===== src/lcl_wr_pkg.sv =====
`default_nettype none

package lcl_wr_pkg;

    // Port widths
    localparam int ADDR_W   = 64;
    localparam int DATA_W   = 256;
    localparam int BE_W     = DATA_W / 8;
    localparam int ID_W     = 5;
    localparam int ENG_ID_W = 3;
    localparam int CTX_W    = 9;

    typedef logic [ADDR_W-1:0]   addr_t;
    typedef logic [DATA_W-1:0]   data_t;
    typedef logic [BE_W-1:0]     be_t;
    typedef logic [ID_W-1:0]     axi_id_t;
    typedef logic [ENG_ID_W-1:0] eng_id_t;
    typedef logic [CTX_W-1:0]    ctx_t;

    // One write beat, address and data travel together
    typedef struct packed {
        logic    valid;
        addr_t   ea;
        axi_id_t axi_id;
        be_t     be;
        logic    first;
        logic    last;
        data_t   data;
        ctx_t    ctx;
        logic    ctx_valid;
    } wr_beat_t;

    // One write response from the port
    typedef struct packed {
        logic    valid;
        axi_id_t axi_id;
        logic    code;
    } wr_rsp_t;

    // Current owner of the write port
    typedef enum logic [1:0] {
        OWN_NONE = 2'd0,
        OWN_CMP  = 2'd1,
        OWN_MM   = 2'd2,
        OWN_ST   = 2'd3
    } owner_e;

endpackage

`default_nettype wire


===== src/lcl_wr_grant_fsm.sv =====
`timescale 1ns/100ps
`default_nettype none

module lcl_wr_grant_fsm
    import lcl_wr_pkg::*;
(
    input  logic   clk,
    input  logic   rst_n,
    input  logic   cmp_req,
    input  logic   mm_req,
    input  logic   st_req,
    input  logic   last_done,
    output owner_e owner
);

    owner_e owner_q;
    owner_e owner_d;

    // First requester in the given search order, or no owner at all
    function automatic owner_e pick_first(
        input logic   req_a,
        input owner_e own_a,
        input logic   req_b,
        input owner_e own_b,
        input logic   req_c,
        input owner_e own_c
    );
        owner_e sel;
        if (req_a) begin
            sel = own_a;
        end else if (req_b) begin
            sel = own_b;
        end else if (req_c) begin
            sel = own_c;
        end else begin
            sel = OWN_NONE;
        end
        return sel;
    endfunction

    // Next owner
    always_comb begin
        owner_d = owner_q;
        case (owner_q)
            OWN_NONE: begin
                // Idle port, fixed priority cmp > mm > st
                owner_d = pick_first(cmp_req, OWN_CMP,
                                     mm_req,  OWN_MM,
                                     st_req,  OWN_ST);
            end
            OWN_CMP: begin
                if (last_done) begin
                    owner_d = pick_first(mm_req,  OWN_MM,
                                         st_req,  OWN_ST,
                                         cmp_req, OWN_CMP);
                end
            end
            OWN_MM: begin
                if (last_done) begin
                    owner_d = pick_first(st_req,  OWN_ST,
                                         cmp_req, OWN_CMP,
                                         mm_req,  OWN_MM);
                end
            end
            OWN_ST: begin
                if (last_done) begin
                    owner_d = pick_first(cmp_req, OWN_CMP,
                                         mm_req,  OWN_MM,
                                         st_req,  OWN_ST);
                end
            end
            default: begin
                owner_d = OWN_NONE;
            end
        endcase
    end

    // Grant is held for the whole burst, it only moves after the last beat
    always_ff @(posedge clk or negedge rst_n) begin
        if (!rst_n) begin
            owner_q <= OWN_NONE;
        end else begin
            owner_q <= owner_d;
        end
    end

    assign owner = owner_q;

endmodule

`default_nettype wire


===== src/lcl_wr_req_mux.sv =====
`timescale 1ns/100ps
`default_nettype none

module lcl_wr_req_mux
    import lcl_wr_pkg::*;
(
    input  owner_e   owner,
    input  wr_beat_t cmp_wr,
    input  wr_beat_t mm_wr,
    input  wr_beat_t st_wr,
    output wr_beat_t lcl_wr,
    input  logic     lcl_wr_ready,
    output logic     cmp_wr_ready,
    output logic     mm_wr_ready,
    output logic     st_wr_ready,
    output logic     last_done
);

    // Owner's beat to the port, nothing while the port is idle
    always_comb begin
        case (owner)
            OWN_CMP: lcl_wr = cmp_wr;
            OWN_MM:  lcl_wr = mm_wr;
            OWN_ST:  lcl_wr = st_wr;
            default: lcl_wr = '0;
        endcase
    end

    // Port ready goes back to the owner only
    always_comb begin
        cmp_wr_ready = 1'b0;
        mm_wr_ready  = 1'b0;
        st_wr_ready  = 1'b0;
        case (owner)
            OWN_CMP: cmp_wr_ready = lcl_wr_ready;
            OWN_MM:  mm_wr_ready  = lcl_wr_ready;
            OWN_ST:  st_wr_ready  = lcl_wr_ready;
            default: begin
                cmp_wr_ready = 1'b0;
                mm_wr_ready  = 1'b0;
                st_wr_ready  = 1'b0;
            end
        endcase
    end

    // Burst ends when the owner's last beat is accepted
    assign last_done = lcl_wr.valid && lcl_wr.last && lcl_wr_ready;

endmodule

`default_nettype wire


===== src/lcl_wr_rsp_dispatch.sv =====
`timescale 1ns/100ps
`default_nettype none

module lcl_wr_rsp_dispatch
    import lcl_wr_pkg::*;
#(
    parameter eng_id_t CMP_ID = 3'd5,
    parameter eng_id_t MM_ID  = 3'd0,
    parameter eng_id_t ST_ID  = 3'd1
) (
    input  wr_rsp_t lcl_rsp,
    output logic    lcl_rsp_ready,
    output wr_rsp_t cmp_rsp,
    output wr_rsp_t mm_rsp,
    output wr_rsp_t st_rsp,
    input  logic    cmp_rsp_ready,
    input  logic    mm_rsp_ready,
    input  logic    st_rsp_ready
);

    eng_id_t rsp_eng;
    logic    hit_cmp;
    logic    hit_mm;
    logic    hit_st;

    // Engine field sits in the low bits of the AXI ID
    assign rsp_eng = lcl_rsp.axi_id[ENG_ID_W-1:0];

    assign hit_cmp = (rsp_eng == CMP_ID);
    assign hit_mm  = (rsp_eng == MM_ID);
    assign hit_st  = (rsp_eng == ST_ID);

    // Addressed engine sees the response as is, the others see zeros
    assign cmp_rsp = hit_cmp ? lcl_rsp : '0;
    assign mm_rsp  = hit_mm  ? lcl_rsp : '0;
    assign st_rsp  = hit_st  ? lcl_rsp : '0;

    // Ready from the addressed engine
    always_comb begin
        if (hit_cmp) begin
            lcl_rsp_ready = cmp_rsp_ready;
        end else if (hit_mm) begin
            lcl_rsp_ready = mm_rsp_ready;
        end else if (hit_st) begin
            lcl_rsp_ready = st_rsp_ready;
        end else begin
            // Unknown engine, drop the response rather than stall the port
            lcl_rsp_ready = 1'b1;
        end
    end

endmodule

`default_nettype wire


===== src/lcl_wr_arbiter.sv =====
`timescale 1ns/100ps
`default_nettype none

module lcl_wr_arbiter
    import lcl_wr_pkg::*;
#(
    parameter eng_id_t CMP_ID = 3'd5,
    parameter eng_id_t MM_ID  = 3'd0,
    parameter eng_id_t ST_ID  = 3'd1
) (
    input  logic     clk,
    input  logic     rst_n,

    // Engine write beats
    input  wr_beat_t cmp_wr,
    output logic     cmp_wr_ready,
    input  wr_beat_t mm_wr,
    output logic     mm_wr_ready,
    input  wr_beat_t st_wr,
    output logic     st_wr_ready,

    // Local memory write port
    output wr_beat_t lcl_wr,
    input  logic     lcl_wr_ready,
    input  wr_rsp_t  lcl_rsp,
    output logic     lcl_rsp_ready,

    // Engine write responses
    output wr_rsp_t  cmp_rsp,
    input  logic     cmp_rsp_ready,
    output wr_rsp_t  mm_rsp,
    input  logic     mm_rsp_ready,
    output wr_rsp_t  st_rsp,
    input  logic     st_rsp_ready
);

    owner_e owner;
    logic   last_done;

    // Burst owner, engine valids are the requests
    lcl_wr_grant_fsm grant_fsm_i (
        .clk       (clk),
        .rst_n     (rst_n),
        .cmp_req   (cmp_wr.valid),
        .mm_req    (mm_wr.valid),
        .st_req    (st_wr.valid),
        .last_done (last_done),
        .owner     (owner)
    );

    lcl_wr_req_mux req_mux_i (
        .owner        (owner),
        .cmp_wr       (cmp_wr),
        .mm_wr        (mm_wr),
        .st_wr        (st_wr),
        .lcl_wr       (lcl_wr),
        .lcl_wr_ready (lcl_wr_ready),
        .cmp_wr_ready (cmp_wr_ready),
        .mm_wr_ready  (mm_wr_ready),
        .st_wr_ready  (st_wr_ready),
        .last_done    (last_done)
    );

    // Response path is independent of the grant
    lcl_wr_rsp_dispatch #(
        .CMP_ID (CMP_ID),
        .MM_ID  (MM_ID),
        .ST_ID  (ST_ID)
    ) rsp_dispatch_i (
        .lcl_rsp       (lcl_rsp),
        .lcl_rsp_ready (lcl_rsp_ready),
        .cmp_rsp       (cmp_rsp),
        .mm_rsp        (mm_rsp),
        .st_rsp        (st_rsp),
        .cmp_rsp_ready (cmp_rsp_ready),
        .mm_rsp_ready  (mm_rsp_ready),
        .st_rsp_ready  (st_rsp_ready)
    );

endmodule

`default_nettype wire


===== config.mk =====
export PLATFORM = sky130hd
export DESIGN_NAME = lcl_wr_arbiter
export DESIGN_NICKNAME = d
export VERILOG_FILES = /design/src/lcl_wr_pkg.sv /design/src/lcl_wr_grant_fsm.sv /design/src/lcl_wr_req_mux.sv /design/src/lcl_wr_rsp_dispatch.sv /design/src/lcl_wr_arbiter.sv
export SDC_FILE = /design/constraint.sdc
export NUM_CORES = 1
export LEC_CHECK = 0
export BUFFER_PORTS_ARGS = -buffer_cell sky130_fd_sc_hd__buf_2
export CAP_MARGIN = 20
export CORE_AREA = 4 4 584 586
export CTS_CLUSTER_SIZE = 12
export DETAILED_ROUTE_END_ITERATION = 6
export DIE_AREA = 0 0 588 590
export PLACE_DENSITY_LB_ADDON = 0.08
export REMOVE_ABC_BUFFERS = 1
export SLEW_MARGIN = 20
export SYNTH_ARGS = -nofsm -noshare
export SYNTH_HDL_FRONTEND = slang
export SYNTH_SLANG_ARGS = --single-unit

===== constraint.sdc =====
create_clock -name clk -period 1.73 [get_ports clk]
set_input_delay 0.346 -clock clk [delete_from_list [all_inputs] [get_ports clk]]
set_output_delay 0.346 -clock clk [all_outputs]
set_load 0.005 [all_outputs]

==> results.md <==
* Status: finished with violations
* Failing checks: DRC, setup timing
* Largest net degree at the start of global routing at 37
* Flop pwr share at 0.3%
* Crit. End Element: output port
* Initial Utilization at between 1.5 and 2%
* Total core area at 336000 sq um
* Post-DP HPWL at roughly 260000 um
* Synth Warn # at 0
* Synth Instances at 958
* Drt drc at 14
* Clock-pin slew on the worst setup and hold paths at about 0.03 ns
* WP data required at 1.38 ns
* Area contributors post-synth: a222oi_1, nor2_1, buf_2, clkbuf_1, and2_1
* Area Growth Syn to Fin at 282%
* # placed instances at 6927
* Vias at around 21000
* Share of the yosys chip area belonging to registers at 0.803%
* TNS Setup at -295.42 ns
* Sw frac at a little over half
* Fin Hold WS at 0.555 ns
* IO Count at 1518
* RR Startpoint: grant_fsm_i.owner[1]$_DFFE_PN0P_
* Top-area cell type share of the netlist area at 59.4%
* CTS tree: done
* Crit-path max cell delay at 0.59 ns
* Die area at approximately 350000 sq um
* Count of final setup violators at 375
* Reg2reg setup slack at -0.79 ns
* Clk pwr share at less than 1%
* Routed vias/inst at 2.90
* Average cell area after synthesis at about 6.5 sq um
* DR iter-0 viols at 2862
* Max-cap violations at 0
* Final hold viol count at 0
* Worst EP arrival at 2.46 ns
* Worst min-delay path category: primary input to async pin
* Setup ws final at -1.08 ns
* Final Slew Violations at 0
* Grt ovf at 0
* Clk sink count at 2
* Power Density at 1680 nW/um^2
* Flops & latches, synth at 2
* Int Pwr at about 0.018 W
* Reg2Reg Depth at 12
* Gr usage total at 15.2%
* Finished Layout Cells at 7151
* IR drop worst, VDD at around 0.00062 V
* Root buf cell: clkbuf_16
* Switching Power at 0.0219 W
* Die Height at between 500 and 600 um
* Lkg Pwr at 10.7 nW
* FILL cells at 40051
* RR Endpoint: grant_fsm_i.owner[0]$_DFFE_PN0P_
* Pre-CTS WS at -1.07 ns
* Routability Congestion at 0.919
* Global-route wire length before repair at between 300000 and 400000 um
* Tightest Pin Transition at approximately 0.79 ns
* Routed Antenna Nets at 0
* Cell variety after synth at 23
* Async S/R FF share, synth at 100%
* Max FFs per register at 2
* Post-Syn Area at 6230 sq um
* WL/cell at 39.4 um
* CTS Buf Count at 3
* Final wirelength at 282000 um
* Row cnt at 213
* Final Util at 7.10%
* Nets at 3780
* Timing-limited maximum frequency at 356 MHz
* Crit-path max FO at 15
* Crit path cell chain: buf_6, ha_4, buf_12, buf_6, a222oi_1, nor2_2, buf_12
* Comb power frac at 98.8%
* Crit-path slowest cell: a222oi_1
* Clock network latency to the later pin of the worst-skew pair at ~0.22 ns
* Die width at between 500 and 600 um
* Post-synth EDFFs at 0
* Leading area contributor after synthesis: a222oi_1
* Min Tclk post-route at 2.81 ns
* RSZ-0062 raised after global routing: yes
* H-Tree Depth at 1
* Initial antenna violation count at 538
* Drt pass-1 iters at 7
* Vias in the first global route at 18942
* Clock buffer depth at 2
* Most used DFF post-synth: dfrtp_1
* Share of post-route cells with drive strength above 1 at between 70% and 80%
* Period utilization at 162%
* Type of the worst setup path: flop to output port
* IO buf count at 1511
* Worst clock skew at 0.000669 ns
* Headroom to the max-slew limit at around 48%
* Critical Path Start Type: flop
area by class of cell:
cell class / count / area [sq um] / area share [%]
diodes: 93 / 233 / 0.977
repair buffers: 1856 / 12300 / 51.6
flip-flops and latches: 2 / 51.3 / 0.215
inverters: 5 / 23.8 / 0.0998
clock buffers: 3 / 75.1 / 0.315
multi-input cells: 785 / 5630 / 23.6
well taps: 4407 / 5510 / 23.1
through the flow:
step,power [W],instance area [sq um]
global placement,0.0340,21000
floorplan,0.00415,5480
finish,0.0399,23800
CTS,0.0391,22800
detailed placement,0.0336,21000
global route,0.0426,23600
Yosys cell counts, drive strengths merged (2+ instances only):
cell type and instances:
buf 100, and3b 2, ha 4, nor3 3, nand2b 2, mux2 2, a222oi 370, a21oi 4
nor2 371, and2 15, inv 5, dfrtp 2, clkbuf 71
worst max-delay path by stage:
stage                                           startpoint                          endpoint  slack [ns]  cells past startpoint
final                     grant_fsm_i.owner[0]$_DFFE_PN0P_                        lcl_wr[83]       -1.08                      7
after global routing      grant_fsm_i.owner[0]$_DFFE_PN0P_                        lcl_wr[42]       -1.07                      8
after CTS                 grant_fsm_i.owner[1]$_DFFE_PN0P_                       lcl_wr[147]       -1.09                      7
after detailed placement  grant_fsm_i.owner[0]$_DFFE_PN0P_                        lcl_wr[83]       -1.07                      6
after global placement    grant_fsm_i.owner[0]$_DFFE_PN0P_                        lcl_wr[83]       -1.06                      6
after floorplan           grant_fsm_i.owner[0]$_DFFE_PN0P_  grant_fsm_i.owner[0]$_DFFE_PN0P_       -6.73                      5
critical path, delay by kind of cell (launching register included):
family	cells	cell delay, ns
DFF	1	0.43
AOI/OAI and AO/OA	1	0.59
adders and majority gates	1	0.20
buffers and inverters	4	0.72
and+or+nand+nor	1	0.21
repair_timing:
item / in CTS / in global routing
setup endpoints to repair: 375 / 375
setup buffers: 72 / 36
hold endpoints to repair: 2 / 0
hold buffers: 1 / 0
resized for setup: 171 / 117
cloned: 17 / 8
pin swaps: 120 / 133
power groups by stage:
stage                     Clock (W)  Sequential, W  Combinational (W)
after floorplan                   0      0.0000901            0.00406
after global placement            0       0.000119             0.0339
after detailed placement          0       0.000119             0.0334
after CTS                  0.000351       0.000112             0.0386
after global routing       0.000355       0.000115             0.0421
final                      0.000348       0.000112             0.0395
placed cells by master (no fill, tap or decap), types with 2 or more instances in the layout:
cell       synthesis  final
buf_2             91   1451
a222oi_1         370    370
nor2_1           371    328
buf_4              6    203
diode_2            0     93
buf_6              0     79
buf_12             0     72
nor2_2             0     32
buf_16             0     25
and2_1            15     15
buf_8              0     15
nor2_4             0     11
clkbuf_16          0     11
conb_1             1      6
a21oi_1            4      4
ha_4               0      4
inv_1              4      3
nor3_1             3      3
and3b_1            2      2
nand2b_1           2      2
inv_4              0      2
mux2_4             0      2
bufbuf_16          0      2
per-layer routing:
metal  track usage (%)  vias up  part of all wire [%]
met3              9.48      902                    14
li1                  -     7744                     -
met4             0.709      328                   2.1
met2              26.3     2098                    46
met5                 0        -                  0.79
met1              16.6     9697                    37
logic make-up (layout without fill, tap and decap cells):
family	count (synthesis)	in the layout	synth area share, %
buffers and inverters	176	1864	12.8
adder cells (fa/ha/maj)	4	4	0.803
AO/OA/AOI/OAI	377	377	60.2
AND/OR/NAND/NOR	395	395	24.8
other	1	99	0.0601
flip-flops	2	2	0.803
multiplexers	3	3	0.522
(Power assumes the default switching activity.)
